<file path="config.mk">
export PLATFORM = sky130hd
export DESIGN_NAME = lc4_superscalar
export DESIGN_NICKNAME = d
export VERILOG_FILES = /design/src/hw/lc4_pkg.sv /design/src/hw/lc4_fetch.sv /design/src/hw/lc4_regfile.sv /design/src/hw/lc4_issue.sv /design/src/hw/lc4_execute.sv /design/src/hw/lc4_superscalar.sv
export SDC_FILE = /design/constraint.sdc
export NUM_CORES = 1
export LEC_CHECK = 0
export BUFFER_PORTS_ARGS = -buffer_cell sky130_fd_sc_hd__buf_2
export CAP_MARGIN = 25
export CORE_MARGIN = 2
export CORE_UTILIZATION = 55
export CTS_BUF_LIST = sky130_fd_sc_hd__clkbuf_2 sky130_fd_sc_hd__clkbuf_4 sky130_fd_sc_hd__clkbuf_8
export DETAILED_ROUTE_END_ITERATION = 6
export PLACE_DENSITY = 0.76
export SLEW_MARGIN = 5
export SYNTH_ARGS = -nofsm -noshare
export SYNTH_HDL_FRONTEND = slang
export SYNTH_HIERARCHICAL = 1
export SYNTH_SLANG_ARGS = --single-unit
</file>
<file path="constraint.sdc">
create_clock -name gwe -period 7.9 [get_ports gwe]
set_clock_uncertainty 0.2 [all_clocks]
set_input_delay 1.58 -clock gwe [delete_from_list [all_inputs] [get_ports gwe]]
set_output_delay 1.58 -clock gwe [all_outputs]
set_load 0.05 [all_outputs]
</file>
<file path="src/hw/lc4_pkg.sv">
package lc4_pkg;

   typedef logic [15:0] word_t;     // data, pc and instruction words
   typedef logic [2:0]  reg_idx_t;
   typedef logic [2:0]  nzp_t;      // ordered n, z, p

   // one instruction word read through two field layouts
   typedef union packed {
      // register form
      struct packed {
         logic [3:0] opcode;
         reg_idx_t   rd;
         reg_idx_t   rs;
         logic [2:0] sub;           // function select
         reg_idx_t   rt;
      } r;
      // immediate form, const takes its imm9 as i[8:0]
      struct packed {
         logic [3:0] opcode;
         reg_idx_t   rd;
         reg_idx_t   rs;
         logic       imm;           // set for the imm5 variants
         logic [4:0] imm5;
      } i;
   } insn_u;

   localparam word_t RESET_PC = 16'h8200;   // boot address

   // opcodes of the kept instruction groups
   localparam logic [3:0] OP_ARITH = 4'b0001;
   localparam logic [3:0] OP_LOGIC = 4'b0101;
   localparam logic [3:0] OP_CONST = 4'b1001;

   // arith sub codes, mul and div are left out
   localparam logic [2:0] SUB_ADD = 3'b000;
   localparam logic [2:0] SUB_SUB = 3'b010;

   // logic sub codes, not is left out
   localparam logic [2:0] SUB_AND = 3'b000;
   localparam logic [2:0] SUB_OR  = 3'b010;
   localparam logic [2:0] SUB_XOR = 3'b011;

   localparam nzp_t NZP_N = 3'b100;
   localparam nzp_t NZP_Z = 3'b010;
   localparam nzp_t NZP_P = 3'b001;

   localparam int NUM_REGS = 8;

endpackage

</file>
<file path="src/hw/lc4_fetch.sv">
`timescale 1ns/10ps

module lc4_fetch (
   input  logic           gwe,
   input  logic           i_rst_n,
   input  logic           i_split,       // decode slot b must wait a cycle
   input  lc4_pkg::word_t i_insn_a,      // imem word at pc
   input  lc4_pkg::word_t i_insn_b,      // imem word at pc+1
   output lc4_pkg::word_t o_cur_pc,
   output lc4_pkg::word_t o_d_insn_a,
   output lc4_pkg::word_t o_d_insn_b,
   output lc4_pkg::word_t o_d_pc_a,
   output lc4_pkg::word_t o_d_pc_b,
   output logic           o_d_valid_a,
   output logic           o_d_valid_b
);
   import lc4_pkg::*;

   word_t pc;
   word_t pc_plus_one;
   word_t pc_plus_two;

   assign pc_plus_one = pc + 16'd1;
   assign pc_plus_two = pc + 16'd2;
   assign o_cur_pc    = pc;

   always_ff @(posedge gwe) begin
      if (!i_rst_n) begin
         pc          <= RESET_PC;
         o_d_valid_a <= 1'b0;
         o_d_valid_b <= 1'b0;
      end else if (i_split) begin
         pc          <= pc_plus_one;   // only one new word was taken
         o_d_valid_a <= o_d_valid_b;
         o_d_valid_b <= 1'b1;
      end else begin
         pc          <= pc_plus_two;
         o_d_valid_a <= 1'b1;
         o_d_valid_b <= 1'b1;
      end
   end

   // on a split the held b word becomes the new a, and the word at pc fills b
   always_ff @(posedge gwe) begin
      if (i_split) begin
         o_d_insn_a <= o_d_insn_b;
         o_d_pc_a   <= o_d_pc_b;
         o_d_insn_b <= i_insn_a;
         o_d_pc_b   <= pc;
      end else begin
         o_d_insn_a <= i_insn_a;
         o_d_pc_a   <= pc;
         o_d_insn_b <= i_insn_b;
         o_d_pc_b   <= pc_plus_one;
      end
   end

endmodule

</file>
<file path="src/hw/lc4_regfile.sv">
`timescale 1ns/10ps

module lc4_regfile (
   input  logic                     gwe,
   input  logic                     i_rst_n,
   input  lc4_pkg::reg_idx_t [3:0]  i_rsel,     // rs_a, rt_a, rs_b, rt_b
   output lc4_pkg::word_t    [3:0]  o_rdata,
   input  logic                     i_we_a,
   input  logic                     i_we_b,
   input  lc4_pkg::reg_idx_t        i_wsel_a,
   input  lc4_pkg::reg_idx_t        i_wsel_b,
   input  lc4_pkg::word_t           i_wdata_a,
   input  lc4_pkg::word_t           i_wdata_b
);
   import lc4_pkg::*;

   word_t regs [NUM_REGS];

   always_ff @(posedge gwe) begin
      if (!i_rst_n) begin
         for (int n = 0; n < NUM_REGS; n++) begin
            regs[n] <= '0;
         end
      end else begin
         if (i_we_a) regs[i_wsel_a] <= i_wdata_a;
         if (i_we_b) regs[i_wsel_b] <= i_wdata_b;   // later slot wins a tie
      end
   end

   // write-through so decode sees what writeback is storing this cycle
   always_comb begin
      for (int k = 0; k < 4; k++) begin
         if (i_we_b && (i_wsel_b == i_rsel[k])) begin
            o_rdata[k] = i_wdata_b;
         end else if (i_we_a && (i_wsel_a == i_rsel[k])) begin
            o_rdata[k] = i_wdata_a;
         end else begin
            o_rdata[k] = regs[i_rsel[k]];
         end
      end
   end

endmodule

</file>
<file path="src/hw/lc4_issue.sv">
`timescale 1ns/10ps

module lc4_issue (
   input  logic                    gwe,
   input  logic                    i_rst_n,
   input  lc4_pkg::word_t          i_d_insn_a,
   input  lc4_pkg::word_t          i_d_insn_b,
   input  lc4_pkg::word_t          i_d_pc_a,
   input  lc4_pkg::word_t          i_d_pc_b,
   input  logic                    i_d_valid_a,
   input  logic                    i_d_valid_b,
   input  lc4_pkg::word_t    [3:0] i_rdata,
   output lc4_pkg::reg_idx_t [3:0] o_rsel,
   output logic                    o_split,
   output lc4_pkg::word_t          o_x_insn_a,
   output lc4_pkg::word_t          o_x_pc_a,
   output lc4_pkg::word_t          o_x_rs_a,
   output lc4_pkg::word_t          o_x_rt_a,
   output lc4_pkg::reg_idx_t       o_x_wsel_a,
   output logic                    o_x_we_a,
   output logic                    o_x_valid_a,
   output lc4_pkg::word_t          o_x_insn_b,
   output lc4_pkg::word_t          o_x_pc_b,
   output lc4_pkg::word_t          o_x_rs_b,
   output lc4_pkg::word_t          o_x_rt_b,
   output lc4_pkg::reg_idx_t       o_x_wsel_b,
   output logic                    o_x_we_b,
   output logic                    o_x_valid_b
);
   import lc4_pkg::*;

   insn_u d_a;
   insn_u d_b;
   logic  we_a;
   logic  we_b;
   logic  dep_rs;
   logic  dep_rt;

   // true for the words this core executes, everything else is a no-op
   function automatic logic is_kept(input insn_u u);
      logic kept;
      case (u.r.opcode)
         OP_ARITH: kept = u.i.imm || (u.r.sub == SUB_ADD) || (u.r.sub == SUB_SUB);
         OP_LOGIC: kept = u.i.imm || (u.r.sub == SUB_AND) || (u.r.sub == SUB_OR) ||
                          (u.r.sub == SUB_XOR);
         OP_CONST: kept = 1'b1;
         default:  kept = 1'b0;
      endcase
      return kept;
   endfunction

   function automatic logic reads_rs(input insn_u u);
      return is_kept(u) && (u.r.opcode != OP_CONST);
   endfunction

   function automatic logic reads_rt(input insn_u u);
      return reads_rs(u) && !u.i.imm;
   endfunction

   assign d_a  = i_d_insn_a;
   assign d_b  = i_d_insn_b;
   assign we_a = i_d_valid_a && is_kept(d_a);
   assign we_b = i_d_valid_b && is_kept(d_b);

   assign o_rsel[0] = d_a.r.rs;
   assign o_rsel[1] = d_a.r.rt;
   assign o_rsel[2] = d_b.r.rs;
   assign o_rsel[3] = d_b.r.rt;

   // b needs a's result, so it cannot issue alongside it
   assign dep_rs  = reads_rs(d_b) && (d_b.r.rs == d_a.r.rd);
   assign dep_rt  = reads_rt(d_b) && (d_b.r.rt == d_a.r.rd);
   assign o_split = we_a && i_d_valid_b && (dep_rs || dep_rt);

   always_ff @(posedge gwe) begin
      if (!i_rst_n) begin
         o_x_we_a    <= 1'b0;
         o_x_valid_a <= 1'b0;
         o_x_we_b    <= 1'b0;
         o_x_valid_b <= 1'b0;
      end else begin
         o_x_we_a    <= we_a;
         o_x_valid_a <= i_d_valid_a;
         o_x_we_b    <= we_b && !o_split;          // b goes through again as a
         o_x_valid_b <= i_d_valid_b && !o_split;
      end
   end

   always_ff @(posedge gwe) begin
      o_x_insn_a <= i_d_insn_a;
      o_x_pc_a   <= i_d_pc_a;
      o_x_rs_a   <= i_rdata[0];
      o_x_rt_a   <= i_rdata[1];
      o_x_wsel_a <= d_a.r.rd;
      o_x_insn_b <= i_d_insn_b;
      o_x_pc_b   <= i_d_pc_b;
      o_x_rs_b   <= i_rdata[2];
      o_x_rt_b   <= i_rdata[3];
      o_x_wsel_b <= d_b.r.rd;
   end

endmodule

</file>
<file path="src/hw/lc4_execute.sv">
`timescale 1ns/10ps

module lc4_execute (
   input  logic              gwe,
   input  logic              i_rst_n,
   input  lc4_pkg::word_t    i_x_insn_a,
   input  lc4_pkg::word_t    i_x_pc_a,
   input  lc4_pkg::word_t    i_x_rs_a,
   input  lc4_pkg::word_t    i_x_rt_a,
   input  lc4_pkg::reg_idx_t i_x_wsel_a,
   input  logic              i_x_we_a,
   input  logic              i_x_valid_a,
   input  lc4_pkg::word_t    i_x_insn_b,
   input  lc4_pkg::word_t    i_x_pc_b,
   input  lc4_pkg::word_t    i_x_rs_b,
   input  lc4_pkg::word_t    i_x_rt_b,
   input  lc4_pkg::reg_idx_t i_x_wsel_b,
   input  logic              i_x_we_b,
   input  logic              i_x_valid_b,
   output logic              o_wb_we_a,
   output logic              o_wb_we_b,
   output lc4_pkg::reg_idx_t o_wb_wsel_a,
   output lc4_pkg::reg_idx_t o_wb_wsel_b,
   output lc4_pkg::word_t    o_wb_data_a,
   output lc4_pkg::word_t    o_wb_data_b,
   output logic              o_ret_valid_a,
   output logic              o_ret_valid_b,
   output lc4_pkg::word_t    o_ret_pc_a,
   output lc4_pkg::word_t    o_ret_pc_b,
   output lc4_pkg::word_t    o_ret_insn_a,
   output lc4_pkg::word_t    o_ret_insn_b,
   output lc4_pkg::nzp_t     o_ret_nzp_a,
   output lc4_pkg::nzp_t     o_ret_nzp_b
);
   import lc4_pkg::*;

   insn_u u_a;
   insn_u u_b;
   word_t op_rs_a;
   word_t op_rt_a;
   word_t op_rs_b;
   word_t op_rt_b;
   word_t res_a;
   word_t res_b;

   function automatic word_t alu(input insn_u u, input word_t rs, input word_t rt);
      word_t imm5_sx;
      word_t res;
      imm5_sx = {{11{u.i.imm5[4]}}, u.i.imm5};
      res     = '0;
      case (u.r.opcode)
         OP_ARITH: begin
            if (u.i.imm) res = rs + imm5_sx;
            else if (u.r.sub == SUB_SUB) res = rs - rt;
            else res = rs + rt;
         end
         OP_LOGIC: begin
            if (u.i.imm) res = rs & imm5_sx;          // and-immediate
            else if (u.r.sub == SUB_OR) res = rs | rt;
            else if (u.r.sub == SUB_XOR) res = rs ^ rt;
            else res = rs & rt;
         end
         OP_CONST: res = {{7{u.i[8]}}, u.i[8:0]};    // sign-extended imm9
         default:  res = '0;
      endcase
      return res;
   endfunction

   function automatic nzp_t nzp_of(input word_t v);
      if (v == '0) return NZP_Z;
      if (v[15]) return NZP_N;
      return NZP_P;
   endfunction

   assign u_a = i_x_insn_a;
   assign u_b = i_x_insn_b;

   // bypass from writeback, b is younger so it is checked first
   assign op_rs_a = (o_wb_we_b && (o_wb_wsel_b == u_a.r.rs)) ? o_wb_data_b :
                    (o_wb_we_a && (o_wb_wsel_a == u_a.r.rs)) ? o_wb_data_a : i_x_rs_a;
   assign op_rt_a = (o_wb_we_b && (o_wb_wsel_b == u_a.r.rt)) ? o_wb_data_b :
                    (o_wb_we_a && (o_wb_wsel_a == u_a.r.rt)) ? o_wb_data_a : i_x_rt_a;
   assign op_rs_b = (o_wb_we_b && (o_wb_wsel_b == u_b.r.rs)) ? o_wb_data_b :
                    (o_wb_we_a && (o_wb_wsel_a == u_b.r.rs)) ? o_wb_data_a : i_x_rs_b;
   assign op_rt_b = (o_wb_we_b && (o_wb_wsel_b == u_b.r.rt)) ? o_wb_data_b :
                    (o_wb_we_a && (o_wb_wsel_a == u_b.r.rt)) ? o_wb_data_a : i_x_rt_b;

   assign res_a = alu(u_a, op_rs_a, op_rt_a);
   assign res_b = alu(u_b, op_rs_b, op_rt_b);

   always_ff @(posedge gwe) begin
      if (!i_rst_n) begin
         o_wb_we_a     <= 1'b0;
         o_wb_we_b     <= 1'b0;
         o_ret_valid_a <= 1'b0;
         o_ret_valid_b <= 1'b0;
      end else begin
         o_wb_we_a     <= i_x_we_a;
         o_wb_we_b     <= i_x_we_b;
         o_ret_valid_a <= i_x_valid_a;
         o_ret_valid_b <= i_x_valid_b;
      end
   end

   // no-op words report zero nzp bits
   always_ff @(posedge gwe) begin
      o_wb_wsel_a  <= i_x_wsel_a;
      o_wb_data_a  <= res_a;
      o_ret_pc_a   <= i_x_pc_a;
      o_ret_insn_a <= i_x_insn_a;
      o_ret_nzp_a  <= i_x_we_a ? nzp_of(res_a) : '0;
      o_wb_wsel_b  <= i_x_wsel_b;
      o_wb_data_b  <= res_b;
      o_ret_pc_b   <= i_x_pc_b;
      o_ret_insn_b <= i_x_insn_b;
      o_ret_nzp_b  <= i_x_we_b ? nzp_of(res_b) : '0;
   end

endmodule

</file>
<file path="src/hw/lc4_superscalar.sv">
`timescale 1ns/10ps

module lc4_superscalar (
   input  logic              gwe,
   input  logic              i_rst_n,
   input  lc4_pkg::word_t    i_insn_a,
   input  lc4_pkg::word_t    i_insn_b,
   output lc4_pkg::word_t    o_cur_pc,
   output logic              o_wb_we_a,
   output logic              o_wb_we_b,
   output lc4_pkg::reg_idx_t o_wb_wsel_a,
   output lc4_pkg::reg_idx_t o_wb_wsel_b,
   output lc4_pkg::word_t    o_wb_data_a,
   output lc4_pkg::word_t    o_wb_data_b,
   output logic              o_ret_valid_a,
   output logic              o_ret_valid_b,
   output lc4_pkg::word_t    o_ret_pc_a,
   output lc4_pkg::word_t    o_ret_pc_b,
   output lc4_pkg::word_t    o_ret_insn_a,
   output lc4_pkg::word_t    o_ret_insn_b,
   output lc4_pkg::nzp_t     o_ret_nzp_a,
   output lc4_pkg::nzp_t     o_ret_nzp_b
);
   import lc4_pkg::*;

   // decode slots
   word_t d_insn_a, d_insn_b, d_pc_a, d_pc_b;
   logic  d_valid_a, d_valid_b;
   logic  split;

   reg_idx_t [3:0] rsel;
   word_t    [3:0] rdata;

   // execute slots
   word_t    x_insn_a, x_pc_a, x_rs_a, x_rt_a;
   word_t    x_insn_b, x_pc_b, x_rs_b, x_rt_b;
   reg_idx_t x_wsel_a, x_wsel_b;
   logic     x_we_a, x_we_b, x_valid_a, x_valid_b;

   lc4_fetch u_fetch (
      .gwe (gwe), .i_rst_n (i_rst_n), .i_split (split),
      .i_insn_a (i_insn_a), .i_insn_b (i_insn_b), .o_cur_pc (o_cur_pc),
      .o_d_insn_a (d_insn_a), .o_d_insn_b (d_insn_b),
      .o_d_pc_a (d_pc_a), .o_d_pc_b (d_pc_b),
      .o_d_valid_a (d_valid_a), .o_d_valid_b (d_valid_b)
   );

   lc4_issue u_issue (
      .gwe (gwe), .i_rst_n (i_rst_n),
      .i_d_insn_a (d_insn_a), .i_d_insn_b (d_insn_b), .i_d_pc_a (d_pc_a), .i_d_pc_b (d_pc_b),
      .i_d_valid_a (d_valid_a), .i_d_valid_b (d_valid_b),
      .i_rdata (rdata), .o_rsel (rsel), .o_split (split),
      .o_x_insn_a (x_insn_a), .o_x_pc_a (x_pc_a), .o_x_rs_a (x_rs_a), .o_x_rt_a (x_rt_a),
      .o_x_wsel_a (x_wsel_a), .o_x_we_a (x_we_a), .o_x_valid_a (x_valid_a),
      .o_x_insn_b (x_insn_b), .o_x_pc_b (x_pc_b), .o_x_rs_b (x_rs_b), .o_x_rt_b (x_rt_b),
      .o_x_wsel_b (x_wsel_b), .o_x_we_b (x_we_b), .o_x_valid_b (x_valid_b)
   );

   // written from the writeback register, read by decode
   lc4_regfile u_regfile (
      .gwe (gwe), .i_rst_n (i_rst_n), .i_rsel (rsel), .o_rdata (rdata),
      .i_we_a (o_wb_we_a), .i_we_b (o_wb_we_b),
      .i_wsel_a (o_wb_wsel_a), .i_wsel_b (o_wb_wsel_b),
      .i_wdata_a (o_wb_data_a), .i_wdata_b (o_wb_data_b)
   );

   lc4_execute u_execute (
      .gwe (gwe), .i_rst_n (i_rst_n),
      .i_x_insn_a (x_insn_a), .i_x_pc_a (x_pc_a), .i_x_rs_a (x_rs_a), .i_x_rt_a (x_rt_a),
      .i_x_wsel_a (x_wsel_a), .i_x_we_a (x_we_a), .i_x_valid_a (x_valid_a),
      .i_x_insn_b (x_insn_b), .i_x_pc_b (x_pc_b), .i_x_rs_b (x_rs_b), .i_x_rt_b (x_rt_b),
      .i_x_wsel_b (x_wsel_b), .i_x_we_b (x_we_b), .i_x_valid_b (x_valid_b),
      .o_wb_we_a (o_wb_we_a), .o_wb_we_b (o_wb_we_b),
      .o_wb_wsel_a (o_wb_wsel_a), .o_wb_wsel_b (o_wb_wsel_b),
      .o_wb_data_a (o_wb_data_a), .o_wb_data_b (o_wb_data_b),
      .o_ret_valid_a (o_ret_valid_a), .o_ret_valid_b (o_ret_valid_b),
      .o_ret_pc_a (o_ret_pc_a), .o_ret_pc_b (o_ret_pc_b),
      .o_ret_insn_a (o_ret_insn_a), .o_ret_insn_b (o_ret_insn_b),
      .o_ret_nzp_a (o_ret_nzp_a), .o_ret_nzp_b (o_ret_nzp_b)
   );

endmodule

</file>
# Word level (Yosys, flattened, before mapping)
# Memory sizes are Yosys's and may differ from the RTL's. A register that Yosys moved wholly into a read port is not among the register bits.
# Cells that the tools add are included.
dict set report word_totals {
  ff_bits 332
  ram_bits 128
  inputBits 34
  out_inout_bits 128
  word_cells 196
  n_memories 1
}
dict set report classes {
  addsub 8
  eq_ne 39
  n_mux 64
  bitwise 8
  n_reduce_logical 41
}
# memory words width read_ports rd_ports_with_merged_regs wr line_no
set memory_table {}
lappend memory_table {u_regfile.regs 8 16 4 4 8 lc4_regfile.sv:17} ;# word_t regs [NUM_REGS];
# cell n
set ops {}
lappend ops {{16-bit 2-to-1 mux} 33}
lappend ops {{16-bit one-hot mux with 3 select lines} 2}
lappend ops {{16-bit adder} 4}
lappend ops {{16-bit bitwise AND} 4}
lappend ops {{3-bit equality test} 18}
lappend ops {{16-bit zero test} 2}
lappend ops {{16-bit OR} 2}
lappend ops {{16-bit OR reduction} 2}
lappend ops {{16-bit subtractor} 2}
lappend ops {{16-bit XOR} 2}
lappend ops {{3-bit 2-to-1 mux} 10}
lappend ops {{1-bit logical AND} 26}
lappend ops {{3-bit by 2-bit equality test with 1-bit output, second input constant} 8}
lappend ops {{1-bit 2-to-1 mux} 17}
lappend ops {{16-bit by 1-bit adder with 16-bit output, second input constant} 1}
lappend ops {{16-bit by 2-bit adder with 16-bit output, second input constant} 1}
lappend ops {{4-bit by 1-bit equality test with 1-bit output, second input constant} 4}
lappend ops {{4-bit by 3-bit equality test with 1-bit output, second input constant} 4}
lappend ops {{4-bit equality test, second input constant} 4}
lappend ops {{1-bit logical OR} 7}
lappend ops {{3-bit zero test} 2}
lappend ops {{1-bit one-hot mux with 3 select lines} 2}
lappend ops {{4-bit != test, second input constant} 1}
lappend ops {{1-bit zero test} 2}

# Longest topological paths before layout
dict set report logic_depth {
  ltp_word 14
  mapped_depth 31
  mapped_depth_nobuf 26
}

# By module
# Netlist, hierarchy kept.
# module n_inst cells_per_inst area_each_um2 seq_area_each_um2
set by_module_without_submodules {}
lappend by_module_without_submodules {lc4_regfile 1 830 11493.5 3843.7}
lappend by_module_without_submodules {lc4_execute 1 1296 10342.4 2242.2}
lappend by_module_without_submodules {lc4_issue 1 174 2949.1 2642.5}
lappend by_module_without_submodules {lc4_fetch 1 247 2889.0 1641.6}

# Worst setup path after synthesis
# OpenSTA, ideal clock, no wires.
dict set report synth_timing {
  path_kind {register to register}
  from {register u_execute.o_wb_wsel_a[1]}
  to {register u_execute.o_ret_nzp_b[0]}
  setup_ns 0.116
  arrival_time_ns 6.367
  required_time_ns 7.584
  setup_slack_ns 1.217
  stages_incl_launch_ff 30
  n_path_buf 5
  synth_period_minus_slack_ns 6.683
  path_cell_list {dfxtp_1 -> buf_4 -> xnor2_2 -> nand4bb_1 -> buf_6 -> buf_8 -> buf_12 -> mux2i_1 -> o21ai_0 -> inv_1 -> ha_1 -> buf_2 -> and3_1 -> a31oi_4 -> o21ai_0 -> xnor2_1 -> nand3b_4 -> xnor2_1 -> mux2i_1 -> o21ai_0 -> ha_1 -> a21o_1 -> a31oi_1 -> o21ai_1 -> a31o_2 -> xor2_1 -> a21o_1 -> or4_1 -> a2111oi_0 -> and3b_1}
}
# item line_no
set synth_rtl {}
lappend synth_rtl {{start: declaration} lc4_execute.sv:22} ;# output lc4_pkg::reg_idx_t o_wb_wsel_a,
lappend synth_rtl {{start signal: assignment} lc4_execute.sv:107} ;# o_wb_wsel_a <= i_x_wsel_a;
lappend synth_rtl {{parallel branches: the longest is 8 deep, another holds 16-bit adder} --}
lappend synth_rtl {{16-bit one-hot mux with 3 select lines *} lc4_execute.sv:51} ;# case (u.r.opcode)
lappend synth_rtl {{named net u_execute.res_b[12]} lc4_execute.sv:44} ;# word_t res_b;
lappend synth_rtl {{16-bit zero test *} lc4_execute.sv:70} ;# if (v == '0) return NZP_Z;
lappend synth_rtl {{1-bit 2-to-1 mux *} lc4_execute.sv:70}
lappend synth_rtl {{3-bit 2-to-1 mux *} lc4_execute.sv:71} ;# if (v[15]) return NZP_N;
lappend synth_rtl {{end signal: assignment} lc4_execute.sv:116} ;# o_ret_nzp_b <= i_x_we_b ? nzp_of(res_b) : '0;
lappend synth_rtl {{end: declaration} lc4_execute.sv:33} ;# output lc4_pkg::nzp_t o_ret_nzp_b
# Mark *: on every way through the listed nets, which the timed path passes. The select of a mux whose other input is x is not followed.
# A chain may end at the register's enable or synchronous reset.

# Worst setup path in the final report
dict set report layout_timing {
  from {register u_execute.o_wb_wsel_a[0]}
  to {register u_execute.o_ret_nzp_b[0]}
}
# The elaborated chain is that of the path after synthesis.

==> results.md <==
* Status: finished clean
* IO Count at 162
* Core area at between 0.04 and 0.05 mm^2
* Initial Utilization at 0.5550
* #FFs+latches synth at around 450
* Avg Cell Area, Syn at 10.87 um^2
* Final setup vio count at 0
* Clock transition at path regs at 0.06 ns
* Kind of critical path: reg -> reg
* Critical Path Most Common Cell: o21ai_0
* Crit path max fanout at 24
* Clk_lat worst skew at approximately 0.7 ns
* WL met2 at 40010 um
* Max FFs per register at 128
* DR vias at 22460
* Slew margin rel. at 0.1813
* Pint at about 0.0045 W
* Filler cells at 3978
* Placer Congestion at between 0.9 and 1
* Post-synth top area share at 0.2358
* Commonest cells after routing, fill and taps aside: dfxtp_1, nand2_1, buf_2
* Largest net degree at the start of global routing at 65
* Hpwl dp at 59750 um
* Leading area contributor after synthesis: dfxtp_1
* Switching portion of total power at 0.3019
* Register share of total power at 0.409
* Yosys warning total at 6
* Max Slew Vio Count at 0
* DRC errors left at 0
* Worst path depth at 25
* Routed vias/inst at 6.653
* First-pass GRT wire length at 130800 um
* Post-Layout Cell Count at about 3400
* Post-synth ARST share at 0
* PD cells at 208.6 mW/mm^2
* # rows at 82
* CP top delay family: compound AO/OA/AOI/OAI gates
* Peak VDD IR at 0.2320 mV
* CTS root buf: clkbuf_8
* Drt first pass iters at 6
* Final setup margin at 0.6251 ns
* DRT antenna net count at 0
* Num Clock Sinks at 454
* Setup Buffers After CTS at 0
* Worst slew pin tran at 1.227 ns
* CP required at 8.29 ns
* CTS tree: done
* Crit. End Element: flop
* Commonest non-fill, non-tap cell in the layout: dfxtp_1
* Mapped cell area at about 0.028 mm^2
* Drt first-iter violations at 2515
* Die X at 228.3 um
* Post-Syn Nets at 2684
* Hold-fix buffers, CTS at 0
* Cells on worst reg2reg path at 25
* Biggest register: u_regfile/regs
* Setup repair after global routing missed its margin: no
* Vias in the first global route at 21710
* Die area at 0.05213 mm^2
* CP arrival at between 7 and 8 ns
* Post-Route Setup TNS at 0 ns
* Port Buf Inserts at 161
* CP startpoint kind: flop
* CTS Buffer Depth at 3
* Post-synth EDFFs at 128
* Core Util, Final at 0.6157
* Synth Instances at 2547
* Wl on met1 at about 33000 um
* Leak pwr at 13.74 nW
* Fin nets at about 2800
* Fin crit share at 0.9209
* Final Hold Viols at 0
* Max stage delay on crit path at 0.69 ns
* Die Ht at 228.3 um
* Switching power at 0.001934 W
* Seq/Total Area, Yosys at 0.3747
* Htree depth at 3
* WL met3 at 10770 um
* Pre-CTS WS at 0.7798 ns
* Synth top area cells: dfxtp_1, edfxtp_1, mux4_1
* Class of the worst hold path: reg -> reg
* Post-synth top flop: dfxtp_1
* GRT Total Usage at 0.3294
* Area growth syn-to-layout at 10.94%
* Placed cell count at 3226
* Buf/Inv on CP at 2
* Initial antenna violation count at 1
* Final WL at 89130 um
* Yosys cell types at a little over 100
* Hold depth at 0
* Gate power share at 0.207
* CTS buffer count at 77
* Max_cap viols at 0
* Grt total ovfl at 0
* Routed length per instance at 26.40 um
* Share of post-route cells with drive strength above 1 at 0.2183
* Tmin final at 7.275 ns
* Slowest cell on crit path: dfxtp_1
* Resize count post-CTS at 0
* Fmax at ~140 MHz
* Highest Signal Layer: met4
* Clk pwr share at 0.385
power groups by stage:
| stage | logic (W) | clock network, W | registers, W |
|---|---|---|---|
| finish | 0.00132 | 0.00247 | 0.00262 |
| global route | 0.00141 | 0.00260 | 0.00262 |
| CTS | 0.00129 | 0.00248 | 0.00261 |
| detailed placement | 0.00128 | 0 | 0.00266 |
| global placement | 0.00125 | 0 | 0.00265 |
| floorplan | 0.000877 | 0 | 0.00271 |
metrics by stage:
stage               cell area, um^2  hold WS, ns  total power [W]
floorplan                     27670       0.1096         0.003585
global placement              28540       0.1127         0.003906
detailed placement            28740       0.1128         0.003942
CTS                           30540       0.1227         0.006386
global route                  30700       0.1296         0.006624
finish                        30700       0.1238         0.006405
area by class of cell:
cell class / instances / area (um^2) / share of cell area
clock buffer: 115 / 1451 / 0.04727
antenna: 1 / 2.502 / 0.00008151
tap: 672 / 840.8 / 0.02739
clock inverter: 25 / 352.8 / 0.01149
inverter: 87 / 326.6 / 0.01064
sequential: 454 / 10380 / 0.3380
timing repair buffer: 240 / 1613 / 0.05253
multi-input combinational: 1782 / 15740 / 0.5126
worst paths after layout:
kind	from	end	slack (ns)
max	u_execute/o_wb_wsel_a[0]	u_execute/o_ret_nzp_b[0]	0.63
min	u_issue/o_x_pc_a[5]	u_execute/o_ret_pc_a[5]	0.12
max reg2reg	u_execute/o_wb_wsel_a[0]	u_execute/o_ret_nzp_b[0]	0.63
min reg2reg	u_issue/o_x_pc_a[5]	u_execute/o_ret_pc_a[5]	0.12
cell usage after synthesis, types with 19 or more instances:
master and count:
dfxtp_1 326, nand2_1 187, mux2i_1 156, nor2_1 130, a22o_1 128, edfxtp_1 128
mux2_2 126, clkbuf_1 117, mux4_1 116, xnor2_1 107, ha_1 101, o21ai_0 96
inv_1 84, a21oi_1 77, o21ai_1 74, buf_2 52, a21o_1 36, xor2_1 33
nor3_1 32, nand3_1 30, buf_4 26, a31oi_1 19
metal layers:
layer  global-route usage  up-vias
li1                     -     9747
met4               0.1828        0
met5                    0        -
met2               0.5205     1574
met3              0.09444      397
met1               0.4067    10740
logic make-up after synthesis:
group                      count (synthesis)  synth area share
and+or+nand+nor                          553            0.1038
xor gates and xnor gates                 144           0.04666
buffers and inverters                    311           0.05656
DFF                                      454            0.3747
muxes                                    413            0.2292
adders and majority gates                103           0.04711
AOI/OAI and AO/OA                        569            0.1420
Note: power is estimated with default switching activity, not from simulation.
